$ cat src/verilog/awg_defines.svh
`ifndef AWG_DEFINES_SVH
`define AWG_DEFINES_SVH

// channel count and index width
// channel count must equal 2**AWG_CHANNEL_BITS for the round-robin wrap
`define AWG_CHANNELS 4
`define AWG_CHANNEL_BITS 2

// table address per channel, kept small so a full table loads fast
`define AWG_ADDR_BITS 6

// one sample, same width as the serializer input
`define AWG_SAMPLE_BITS 8

// credits the downstream grants at reset
`define AWG_CREDITS 4

// host command word
`define AWG_HOST_BITS 24

`endif
$ cat src/verilog/awg_pkg.sv
`default_nettype none

`include "awg_defines.svh"

package awg_pkg;

	// which channel register a control write updates
	typedef enum logic {
		CTRL_LENGTH = 1'b0,
		CTRL_ENABLE = 1'b1
	} ctrl_sel_e;

	// kind 0: one table entry
	typedef struct packed {
		logic kind;
		logic [`AWG_CHANNEL_BITS-1:0] channel;
		logic [`AWG_ADDR_BITS-1:0] address;
		logic [`AWG_SAMPLE_BITS-1:0] data;
		logic [`AWG_HOST_BITS-1-`AWG_CHANNEL_BITS-`AWG_ADDR_BITS-`AWG_SAMPLE_BITS-1:0] pad;
	} sample_write_view;

	// kind 1: length or enable of one channel
	// enable uses bit 0 of value
	typedef struct packed {
		logic kind;
		logic [`AWG_CHANNEL_BITS-1:0] channel;
		ctrl_sel_e select;
		logic [`AWG_ADDR_BITS-1:0] value;
		logic [`AWG_HOST_BITS-1-`AWG_CHANNEL_BITS-1-`AWG_ADDR_BITS-1:0] pad;
	} control_write_view;

	// same host word, two decodings picked by kind
	typedef union packed {
		sample_write_view sample;
		control_write_view control;
	} host_cmd_u;

endpackage

`default_nettype wire

$ cat src/verilog/function_generator.sv
`timescale 1ns/1ps
`default_nettype none

`include "awg_defines.svh"

module function_generator import awg_pkg::*; (
	input wire logic clock,
	input wire logic reset,
	input host_cmd_u host_word,
	input wire logic host_valid,
	input wire logic sample_credit,
	output logic sample_valid,
	output logic [`AWG_CHANNEL_BITS-1:0] sample_channel,
	output logic [`AWG_SAMPLE_BITS-1:0] sample_data
);

	// decoder to memory
	logic mem_write;
	logic [`AWG_CHANNEL_BITS-1:0] mem_write_channel;
	logic [`AWG_ADDR_BITS-1:0] mem_write_address;
	logic [`AWG_SAMPLE_BITS-1:0] mem_write_data;

	// decoder to sequencer
	logic ctrl_write;
	logic [`AWG_CHANNEL_BITS-1:0] ctrl_channel;
	ctrl_sel_e ctrl_select;
	logic [`AWG_ADDR_BITS-1:0] ctrl_value;

	// sequencer to memory and output side
	logic issue;
	logic [`AWG_CHANNEL_BITS-1:0] issue_channel;
	logic [`AWG_ADDR_BITS-1:0] issue_address;

	// back toward the sequencer
	logic credit_available;

	// memory to output side
	logic [`AWG_SAMPLE_BITS-1:0] read_data;

	host_write_decoder host_write_decoder_inst (
		.clock(clock),
		.reset(reset),
		.host_word(host_word),
		.host_valid(host_valid),
		.mem_write(mem_write),
		.mem_write_channel(mem_write_channel),
		.mem_write_address(mem_write_address),
		.mem_write_data(mem_write_data),
		.ctrl_write(ctrl_write),
		.ctrl_channel(ctrl_channel),
		.ctrl_select(ctrl_select),
		.ctrl_value(ctrl_value)
	);

	waveform_memory waveform_memory_inst (
		.clock(clock),
		.mem_write(mem_write),
		.mem_write_channel(mem_write_channel),
		.mem_write_address(mem_write_address),
		.mem_write_data(mem_write_data),
		.issue(issue),
		.issue_channel(issue_channel),
		.issue_address(issue_address),
		.read_data(read_data)
	);

	playback_sequencer playback_sequencer_inst (
		.clock(clock),
		.reset(reset),
		.ctrl_write(ctrl_write),
		.ctrl_channel(ctrl_channel),
		.ctrl_select(ctrl_select),
		.ctrl_value(ctrl_value),
		.credit_available(credit_available),
		.issue(issue),
		.issue_channel(issue_channel),
		.issue_address(issue_address)
	);

	sample_output_credit sample_output_credit_inst (
		.clock(clock),
		.reset(reset),
		.issue(issue),
		.issue_channel(issue_channel),
		.read_data(read_data),
		.sample_credit(sample_credit),
		.credit_available(credit_available),
		.sample_valid(sample_valid),
		.sample_channel(sample_channel),
		.sample_data(sample_data)
	);

endmodule

`default_nettype wire

$ cat src/verilog/sample_output_credit.sv
`timescale 1ns/1ps
`default_nettype none

`include "awg_defines.svh"

module sample_output_credit (
	input wire logic clock,
	input wire logic reset,
	input wire logic issue,
	input wire logic [`AWG_CHANNEL_BITS-1:0] issue_channel,
	input wire logic [`AWG_SAMPLE_BITS-1:0] read_data,
	input wire logic sample_credit,
	output logic credit_available,
	output logic sample_valid,
	output logic [`AWG_CHANNEL_BITS-1:0] sample_channel,
	output logic [`AWG_SAMPLE_BITS-1:0] sample_data
);

	// wide enough to hold the full grant
	localparam int COUNT_BITS = $clog2(`AWG_CREDITS + 1);

	logic [COUNT_BITS-1:0] credit_count;

	// tag stage lined up with the memory read
	logic issue_q;
	logic [`AWG_CHANNEL_BITS-1:0] channel_q;

	// credits held minus issues in flight
	always_ff @(posedge clock) begin
		if (reset) begin
			credit_count <= COUNT_BITS'(`AWG_CREDITS);
		end else begin
			case ({issue, sample_credit})
				2'b10: credit_count <= credit_count - COUNT_BITS'(1);
				2'b01: credit_count <= credit_count + COUNT_BITS'(1);
				// issue and return in one cycle cancel out
				default: credit_count <= credit_count;
			endcase
		end
	end

	assign credit_available = (credit_count != '0);

	// strobe pipeline
	always_ff @(posedge clock) begin
		if (reset) begin
			issue_q <= 1'b0;
			sample_valid <= 1'b0;
		end else begin
			issue_q <= issue;
			sample_valid <= issue_q;
		end
	end

	// tag and data follow their strobes
	always_ff @(posedge clock) begin
		if (issue) begin
			channel_q <= issue_channel;
		end
		if (issue_q) begin
			sample_channel <= channel_q;
			sample_data <= read_data;
		end
	end

	// downstream never returns more than it was given
	assert property (@(posedge clock) disable iff (reset)
		credit_count <= COUNT_BITS'(`AWG_CREDITS))
		else $error("credit count above grant");

	// the sequencer never spends a credit that is not held
	assert property (@(posedge clock) disable iff (reset)
		(credit_count == '0) |-> !issue)
		else $error("credit count below zero");

endmodule

`default_nettype wire

$ cat src/verilog/playback_sequencer.sv
`timescale 1ns/1ps
`default_nettype none

`include "awg_defines.svh"

module playback_sequencer import awg_pkg::*; (
	input wire logic clock,
	input wire logic reset,
	input wire logic ctrl_write,
	input wire logic [`AWG_CHANNEL_BITS-1:0] ctrl_channel,
	input ctrl_sel_e ctrl_select,
	input wire logic [`AWG_ADDR_BITS-1:0] ctrl_value,
	input wire logic credit_available,
	output logic issue,
	output logic [`AWG_CHANNEL_BITS-1:0] issue_channel,
	output logic [`AWG_ADDR_BITS-1:0] issue_address
);

	// per channel state
	logic [`AWG_ADDR_BITS-1:0] length [`AWG_CHANNELS];
	logic [`AWG_ADDR_BITS-1:0] pointer [`AWG_CHANNELS];
	logic [`AWG_CHANNELS-1:0] enable;

	// round-robin state
	logic [`AWG_CHANNEL_BITS-1:0] last_channel;
	logic [`AWG_CHANNEL_BITS-1:0] next_channel;
	logic [`AWG_CHANNEL_BITS-1:0] candidate;

	// next enabled channel after the last one served
	// scan from the farthest offset so the nearest hit is kept
	// offset equal to the channel count wraps back to last itself
	always_comb begin
		next_channel = last_channel;
		candidate = last_channel;
		for (int offset = `AWG_CHANNELS; offset >= 1; offset--) begin
			candidate = last_channel + `AWG_CHANNEL_BITS'(offset);
			if (enable[candidate]) begin
				next_channel = candidate;
			end
		end
	end

	// issue whenever something plays and the output side has room
	assign issue = credit_available && (|enable);
	assign issue_channel = next_channel;
	assign issue_address = pointer[next_channel];

	always_ff @(posedge clock) begin
		if (reset) begin
			// start just below channel 0 so the first pick is ascending from 0
			last_channel <= '1;
			enable <= '0;
			for (int ch = 0; ch < `AWG_CHANNELS; ch++) begin
				length[ch] <= '0;
				pointer[ch] <= '0;
			end
		end else begin
			if (issue) begin
				last_channel <= next_channel;
				// wrap after the last entry of the table
				if (pointer[next_channel] == length[next_channel]) begin
					pointer[next_channel] <= '0;
				end else begin
					pointer[next_channel] <= pointer[next_channel] + 1'b1;
				end
			end
			// host update wins over the advance on the same channel
			if (ctrl_write) begin
				case (ctrl_select)
					CTRL_LENGTH: length[ctrl_channel] <= ctrl_value;
					CTRL_ENABLE: enable[ctrl_channel] <= ctrl_value[0];
				endcase
				// restart the channel from its first entry
				pointer[ctrl_channel] <= '0;
			end
		end
	end

	// output side must have granted room for every issue
	assert property (@(posedge clock) disable iff (reset)
		issue |-> credit_available)
		else $error("issue without available credit");

	// a served channel is enabled and its pointer stays inside its table
	assert property (@(posedge clock) disable iff (reset)
		issue |-> (enable[issue_channel] && issue_address <= length[issue_channel]))
		else $error("issue outside channel table");

endmodule

`default_nettype wire

$ cat src/verilog/waveform_memory.sv
`timescale 1ns/1ps
`default_nettype none

`include "awg_defines.svh"

module waveform_memory (
	input wire logic clock,
	input wire logic mem_write,
	input wire logic [`AWG_CHANNEL_BITS-1:0] mem_write_channel,
	input wire logic [`AWG_ADDR_BITS-1:0] mem_write_address,
	input wire logic [`AWG_SAMPLE_BITS-1:0] mem_write_data,
	input wire logic issue,
	input wire logic [`AWG_CHANNEL_BITS-1:0] issue_channel,
	input wire logic [`AWG_ADDR_BITS-1:0] issue_address,
	output logic [`AWG_SAMPLE_BITS-1:0] read_data
);

	// all channel tables in one array, channel in the upper address bits
	localparam int WORDS = `AWG_CHANNELS * (2 ** `AWG_ADDR_BITS);

	logic [`AWG_SAMPLE_BITS-1:0] table_ram [WORDS];
	logic [`AWG_CHANNEL_BITS+`AWG_ADDR_BITS-1:0] write_index;
	logic [`AWG_CHANNEL_BITS+`AWG_ADDR_BITS-1:0] read_index;

	assign write_index = {mem_write_channel, mem_write_address};
	assign read_index = {issue_channel, issue_address};

	// host write port
	always_ff @(posedge clock) begin
		if (mem_write) begin
			table_ram[write_index] <= mem_write_data;
		end
	end

	// playback read port
	// data follows issue by one cycle
	// holds last value while idle
	always_ff @(posedge clock) begin
		if (issue) begin
			read_data <= table_ram[read_index];
		end
	end

endmodule

`default_nettype wire

$ cat src/verilog/host_write_decoder.sv
`timescale 1ns/1ps
`default_nettype none

`include "awg_defines.svh"

module host_write_decoder import awg_pkg::*; (
	input wire logic clock,
	input wire logic reset,
	input host_cmd_u host_word,
	input wire logic host_valid,
	output logic mem_write,
	output logic [`AWG_CHANNEL_BITS-1:0] mem_write_channel,
	output logic [`AWG_ADDR_BITS-1:0] mem_write_address,
	output logic [`AWG_SAMPLE_BITS-1:0] mem_write_data,
	output logic ctrl_write,
	output logic [`AWG_CHANNEL_BITS-1:0] ctrl_channel,
	output ctrl_sel_e ctrl_select,
	output logic [`AWG_ADDR_BITS-1:0] ctrl_value
);

	// registered host command
	host_cmd_u word_q;
	logic valid_q;
	logic is_control;

	// command strobe
	always_ff @(posedge clock) begin
		if (reset) begin
			valid_q <= 1'b0;
		end else begin
			valid_q <= host_valid;
		end
	end

	// command word
	always_ff @(posedge clock) begin
		if (host_valid) begin
			word_q <= host_word;
		end
	end

	// kind bit sits in the same place in both views
	assign is_control = word_q.sample.kind;

	// sample write view
	assign mem_write = valid_q && !is_control;
	assign mem_write_channel = word_q.sample.channel;
	assign mem_write_address = word_q.sample.address;
	assign mem_write_data = word_q.sample.data;

	// control write view
	assign ctrl_write = valid_q && is_control;
	assign ctrl_channel = word_q.control.channel;
	assign ctrl_select = word_q.control.select;
	assign ctrl_value = word_q.control.value;

	// one host word never lands in memory and control at once
	assert property (@(posedge clock) disable iff (reset)
		!(mem_write && ctrl_write))
		else $error("decoder drove memory and control strobes together");

endmodule

`default_nettype wire

$ cat config.mk
export PLATFORM = sky130hd
export DESIGN_NAME = function_generator
export DESIGN_NICKNAME = d
export VERILOG_FILES = /design/src/verilog/awg_pkg.sv /design/src/verilog/function_generator.sv /design/src/verilog/sample_output_credit.sv /design/src/verilog/playback_sequencer.sv /design/src/verilog/waveform_memory.sv /design/src/verilog/host_write_decoder.sv
export VERILOG_INCLUDE_DIRS = /design/src /design/src/verilog
export SDC_FILE = /design/constraint.sdc
export NUM_CORES = 2
export LEC_CHECK = 0
export BUFFER_PORTS_ARGS = -buffer_cell sky130_fd_sc_hd__buf_4
export CAP_MARGIN = 25
export CORE_ASPECT_RATIO = 1.5
export CORE_MARGIN = 5
export CORE_UTILIZATION = 30
export DETAILED_ROUTE_END_ITERATION = 10
export GPL_ROUTABILITY_DRIVEN = 0
export PLACE_DENSITY = 0.45
export SYNTH_ARGS = -nofsm -noshare
export SYNTH_HDL_FRONTEND = slang
export SYNTH_HIERARCHICAL = 1
export SYNTH_SLANG_ARGS = --single-unit
$ cat constraint.sdc
create_clock -name clock -period 8.2 [get_ports clock]
set_clock_uncertainty 0.15 [all_clocks]
set_input_delay 1.64 -clock clock [delete_from_list [all_inputs] [get_ports clock]]
set_output_delay 1.64 -clock clock [all_outputs]
set_load 0.005 [all_outputs]
## After elaboration in Yosys (flattened, before gate mapping)

Memory sizes are Yosys's and may differ from the RTL's. A register that Yosys moved wholly into a read port is not among the register bits.
Cells that the tools add are included.

- Bits in registers: 48
- Memory bits (writable): 2096
- Output and inout port bits: 11
- Logic and storage cells: 82
- Memories kept: 3

- $add $sub $neg: 6
- $lt $le $gt $ge: 5
- Eq/ne operators: 3
- Muxes and demuxes: 42
- Bitwise operators: 1
- Reductions and logical operators: 12

Memory list:

| memory | words | width | rd ports | clocked after memory_dff | write ports | line | text |
|---|---|---|---|---|---|---|---|
| waveform_memory_inst.table_ram | 256 | 8 | 1 | 1 | 1 | waveform_memory.sv:21 | `` logic [`AWG_SAMPLE_BITS-1:0] table_ram [WORDS]; `` |
| playback_sequencer_inst.length | 4 | 6 | 1 | 0 | 4 | playback_sequencer.sv:20 | `` logic [`AWG_ADDR_BITS-1:0] length [`AWG_CHANNELS]; `` |
| playback_sequencer_inst.pointer | 4 | 6 | 1 | 0 | 4 | playback_sequencer.sv:21 | `` logic [`AWG_ADDR_BITS-1:0] pointer [`AWG_CHANNELS]; `` |

Operators by type and width:

| kind | number |
|---|---|
| two-way mux 1 bit | 26 |
| two-way mux 6 bit | 4 |
| OR reduction 6 bit | 3 |
| less-than comparator 2 x 3 -> 1 bit (second input constant) | 4 |
| two-way mux 2 bit | 6 |
| adder 6 x 1 -> 6 bit (second input constant) | 1 |
| binary-select mux 1 bit (select 2 bit) | 3 |
| equality test 6 bit | 1 |
| case mux 3 bit (2 select lines) | 1 |
| adder 2 bit (second input constant) | 2 |
| bitwise mux 4 bit | 1 |
| logical AND 1 bit | 4 |
| OR reduction 4 bit | 1 |
| adder 3 x 1 -> 3 bit (second input constant) | 1 |
| nonzero test 3 bit | 1 |
| subtractor 3 x 1 -> 3 bit (second input constant) | 1 |
| adder 2 x 1 -> 2 bit (second input constant) | 1 |
| demux 1 bit (select 2 bit) | 1 |
| equality test 2 x 1 -> 1 bit (second input constant) | 1 |
| equality test 2 bit (second input constant) | 1 |
| >= comparator 2 x 1 -> 1 bit (second input constant) | 1 |
| AND reduction 2 bit | 1 |
| nonzero test 2 bit | 1 |
| logical NOT 1 bit | 1 |
| bitwise OR 1 bit | 1 |

## Longest topological paths before layout

An unclocked memory read counts as a cell.

- Word-level depth: 15
- Depth in mapped cells: 16

## Hierarchy

Netlist, hierarchy kept.

Modules (own cells, without submodules):

| module | times used | cells each | area each (um^2) | seq. area each (um^2) |
|---|---|---|---|---|
| waveform_memory | 1 | 3733 | 79636.4 | 61739.2 |
| playback_sequencer | 1 | 247 | 2667.6 | 1321.3 |
| host_write_decoder | 1 | 45 | 733.2 | 530.5 |
| sample_output_credit | 1 | 32 | 570.5 | 460.4 |

## Least setup slack after synthesis

No wires, ideal clock.

- Path type: register to register
- From: register playback_sequencer_inst.enable[3]
- To: register waveform_memory_inst.read_data[0], read port of waveform_memory_inst.table_ram (data pin)
- Library setup time: 269 ps
- Data arrival time: 3346 ps
- Required time: 7781 ps
- Setup slack: 4435 ps
- Stages on the path, launching flop included: 15
- Buffers on the path: 4
- Cell sequence: dfxtp_1 > or2b_2 > o21ai_2 > a211oi_4 > inv_2 > mux4_2 > buf_2 > buf_4 > buf_2 > buf_1 > mux4_2 > a22oi_1 > a21oi_1 > nor4_1 > nor4_2

- Word-level cells in the longest chain between the ends: 6

RTL lines:

| item | line | text |
|---|---|---|
| start: declaration | playback_sequencer.sv:22 | `` logic [`AWG_CHANNELS-1:0] enable; `` |
| start signal: indexed assignment | playback_sequencer.sv:71 | `CTRL_ENABLE: enable[ctrl_channel] <= ctrl_value[0];` |
| binary-select mux 1 bit (select 2 bit) | playback_sequencer.sv:37 | `if (enable[candidate]) begin` |
| two-way mux 1 bit (implied by the code) | playback_sequencer.sv:37 |  |
| two-way mux 2 bit (2 in series) | playback_sequencer.sv:37 |  |
| two-way mux 2 bit (*) | playback_sequencer.sv:37 |  |
| named net issue_channel[0] | function_generator.sv:31 | `` logic [`AWG_CHANNEL_BITS-1:0] issue_channel; `` |
| memory (4 x 6 bit) (*) | -- |  |
| named net issue_address[1] | function_generator.sv:32 | `` logic [`AWG_ADDR_BITS-1:0] issue_address; `` |
| end: declaration | waveform_memory.sv:15 | `` output logic [`AWG_SAMPLE_BITS-1:0] read_data `` |

Mark *: on every way through the listed nets, which the timed path passes. The rest lies on a longest branch. The select of a mux whose other input is x is not followed.
A chain may end at the register's enable or synchronous reset.

## Final worst setup path

- From: register playback_sequencer_inst.last_channel[0]
- To: register waveform_memory_inst.read_data[4], read port of waveform_memory_inst.table_ram (data pin)

- Word-level cells in the longest chain between the ends: 7

RTL lines:

| item | line | text |
|---|---|---|
| start: declaration | playback_sequencer.sv:25 | `` logic [`AWG_CHANNEL_BITS-1:0] last_channel; `` |
| start signal: assignment | playback_sequencer.sv:59 | `last_channel <= next_channel;` |
| adder 2 bit | playback_sequencer.sv:36 | `` candidate = last_channel + `AWG_CHANNEL_BITS'(offset); `` |
| binary-select mux 1 bit (select 2 bit) | playback_sequencer.sv:37 |  |
| two-way mux 1 bit (implied by the code) | playback_sequencer.sv:37 |  |
| two-way mux 2 bit (2 in series) | playback_sequencer.sv:37 |  |
| two-way mux 2 bit (*) | playback_sequencer.sv:37 |  |
| named net issue_channel[1] | function_generator.sv:31 |  |
| memory (4 x 6 bit) (*) | -- |  |
| named net issue_address[4] | function_generator.sv:32 |  |

Marks and branches as above.

==> flow_metrics.py <==
metrics = {
    "floorplan": {
        "placementRows": 237,
        "die_y_um": 656.6,
        "io_pins": 39,
        "initial_core_util": 0.3012,
        "dieArea_mm2": 0.2896,
        "die_width_um": 441.0,
        "core_area_mm2": 0.2776,
    },
    "power_and_ir_drop": {
        "leakage_nw": 27.45,
        "p_per_area_mw_per_mm2": 234.3,
        "ir_drop_mv": 0.1738,
        "p_total_mw": 22.15,
    },
    "routing": {
        "wire_per_inst_um": 29.19,
        "drc": 0,
        "drt_iter0_drc": 3445,
        "vias": 39930,
        "ant_nets": 0,
        "first_pass_iters": 5,
        "via_per_inst": 4.982,
        "drt-total-wl_um": 234000,
    },
    "yosys": {
        "synth_area_mm2": 0.08361,
        "synth-main-ff-cell": "edfxtp_1",
        "ys_ff_latch": 2145,
        "syn-num-nets": 4088,
        "synthCells": 4057,
        "yosys_warnings": 6,
        "synth-async-reset-ratio": 0,
        "yosysSeqAreaShare": 0.7661,
        "postSynthAreaPerCell_um2": 20.61,
        "synth-edff-count": 2109,
        "yosysUniqueCellTypes": 75,
    },
    "cts": {
        "cts_max_level": 4,
        "cts_setup_buffers": 0,
        "cts_buffer_depth": 4,
        "cts_resized": 0,
        "cts-root-buf": "clkbuf_16",
        "clock_latency_ns": 0.85,
        "numClockSinks": 2145,
        "hold_buffers": 0,
        "clkTransAtPathRegs_ns": 0.06,
        "cts_buffers": 206,
        "cts_tree": "yes",
    },
    "final_layout": {
        "fin_area_mm2": 0.09454,
        "syn_to_final_growth_pct": 13.07,
        "final_layout_size_suffix_gt1_frac": 0.2188,
        "fin_nets": 4187,
        "fill_cells": 26200,
        "finish.utilization": 0.3406,
    },
    "critical_path": {
        "cp_data_required_time_ns": 8.62,
        "cp.depth": 13,
        "crit_buf_inv": 3,
        "worstPathArrival_ns": 6.56,
        "setup.worst_path.start_class": "flip-flop",
        "cp_cell_sequence": "nand2b_1 > o21ai_0 > o21ai_4 > buf_4 > mux2_2 > inv_2 > buf_4 > and3_1 > o221ai_1 > a21oi_1 > nor3_1 > nor4_2 > nor4_1",
        "path_common_cell": "buf_4",
        "critPathMaxFanout": 23,
        "critical-path-max-stage-delay_ns": 0.94,
        "r2r_cells": 13,
        "critical_path_class": "flip-flop to flip-flop",
        "cp_top_family": "simple AND/OR/NAND/NOR gates",
        "end_kind": "flip-flop",
        "crit_path_top_delay_cell": "nor4_2",
    },
    "timing": {
        "finalMaxSlewViolations": 0,
        "fin_crit_ns": 6.141,
        "slew_headroom": 0.1576,
        "hold_viol": 0,
        "worst_slew_pin_slew_ns": 1.264,
        "finalCritPeriodShare": 0.7489,
        "finalSetupTns_ns": 0,
        "setup_violations": 0,
        "rsz0062_at_grt": "no",
        "timing.fmax_mhz": 162.8,
    },
    "job": {
        "max_cap_violations": 0,
    },
    "grt": {
        "grt_pass1_wl_um": 329000,
        "grt_pass1_vias": 42110,
        "grt_max_degree": 193,
        "antenna_found_initial": 6,
        "grt_overflow": 0,
        "globalRouteTotalUtil": 0.1583,
    },
    "placement": {
        "hpwl_um": 143500,
        "placed_cell_area_mm2": 0.08808,
        "io_buffers": 31,
    },
    "hold_path": {
        "hold_path_class": "flip-flop to flip-flop",
        "hold_path_depth": 0,
    },
    "status": {
        "status": "finished clean",
    },
}
[through the flow]
step                setup WS, ns  hold slack (ns)  instances
detailed placement         1.951           0.2545       7647
floorplan                  4.435           0.2503       4057
global placement           1.996           0.2529       7637
finish                     2.059           0.2672       8015
CTS                        1.944           0.2689       8005
global route               1.823           0.2756       8011
[cells by family after synthesis]
kind of cell,count (synthesis),synth area share
flops,2145,0.7661
xor+xnor,12,0.001257
compound gates,429,0.03672
fa+ha+maj,3,0.0005387
buf+inv,282,0.02119
mux,624,0.1438
simple gates,562,0.03035
[state kept, by name, summed over array words and instances, names as in the netlist, 2 cells and up]
name                                      cells
waveform_memory_inst/read_data                8
sample_output_credit_inst/sample_data         8
playback_sequencer_inst/pointer              24
playback_sequencer_inst/enable                4
sample_output_credit_inst/channel_q           2
waveform_memory_inst/table_ram             2048
sample_output_credit_inst/sample_channel      2
host_write_decoder_inst/word_q               17
sample_output_credit_inst/credit_count        3
playback_sequencer_inst/last_channel          2
playback_sequencer_inst/length               24
[path summary, 6_finish.rpt]
path,from,end,slack (ns)
max,playback_sequencer_inst/last_channel[0],waveform_memory_inst/read_data[4],2.06
min,sample_output_credit_inst/channel_q[0],sample_output_credit_inst/sample_channel[0],0.27
max reg2reg,playback_sequencer_inst/last_channel[0],waveform_memory_inst/read_data[4],2.06
min reg2reg,sample_output_credit_inst/channel_q[0],sample_output_credit_inst/sample_channel[0],0.27
[power breakdown]
part	switching, mW	internal, mW	total [mW]	leakage (nW)
clock network	4.09	5.16	9.25	3.10
registers	0.0231	12.2	12.2	19.3
logic	0.525	0.200	0.725	5.05
total	4.64	17.5	22.2	27.4
[layout by cell type, fill, tap and decap left out, types with 24 or more instances in the layout]
cell type | netlist | routed
mux2i_1 | 159 | 159
o22ai_1 | 28 | 28
nor3_1 | 25 | 25
nor2b_1 | 37 | 34
clkinv_1 | 1 | 47
clkinv_2 | 0 | 40
clkbuf_1 | 114 | 35
o31ai_1 | 24 | 24
a21oi_1 | 98 | 98
nand3_1 | 39 | 33
mux4_2 | 458 | 457
o221ai_1 | 46 | 46
clkbuf_16 | 0 | 208
buf_4 | 51 | 125
dfxtp_1 | 36 | 36
a22oi_1 | 133 | 133
nand2_1 | 71 | 71
edfxtp_1 | 2109 | 2109
nor2_1 | 309 | 306
[per-layer routing]
layer,GRT usage,share of wire
met1,0.1925,0.39
met3,0.01977,0.042
met5,0,0
met2,0.2864,0.53
met4,0.05789,0.040
[cell type report]
class,count,area (um2),area share
well taps,3704,4634,0.04902
clock buffers,243,5336,0.05645
repair buffers,156,1519,0.01607
clock inverters,115,1007,0.01065
diodes,5,12.51,0.0001324
multi-input cells,1630,17910,0.1894
inverters,17,66.31,0.0007015
flip-flops and latches,2145,64050,0.6775
[synth_stat cells, types with 23 or more instances]
library cell  instances  area (um2)
a22oi_1             133       998.5
dfxtp_1              36       720.7
nor2b_1              37       231.5
a21oi_1              98       490.5
o22ai_1              28       175.2
buf_4                51       382.9
nand2_1              71       266.5
nand3_1              39       195.2
nor4_1               24       150.1
buf_6                23       259.0
mux4_2              458       10310
nor2_1              309        1160
clkbuf_1            114       427.9
o31ai_1              24       180.2
mux2i_1             159        1592
edfxtp_1           2109       63330
nor3_1               25       125.1
buf_2                32       160.2
o221ai_1             46       402.9
[worst reg2reg max path, cell delays in order, from the launching register on]
cell	delay, ns
dfxtp_1	0.38
nand2b_1	0.16
o21ai_0	0.15
o21ai_4	0.71
buf_4	0.45
mux2_2	0.47
inv_2	0.71
buf_4	0.51
and3_1	0.44
o221ai_1	0.33
a21oi_1	0.24
nor3_1	0.13
nor4_2	0.94
nor4_1	0.10
Power figures use the tool's default switching activity.
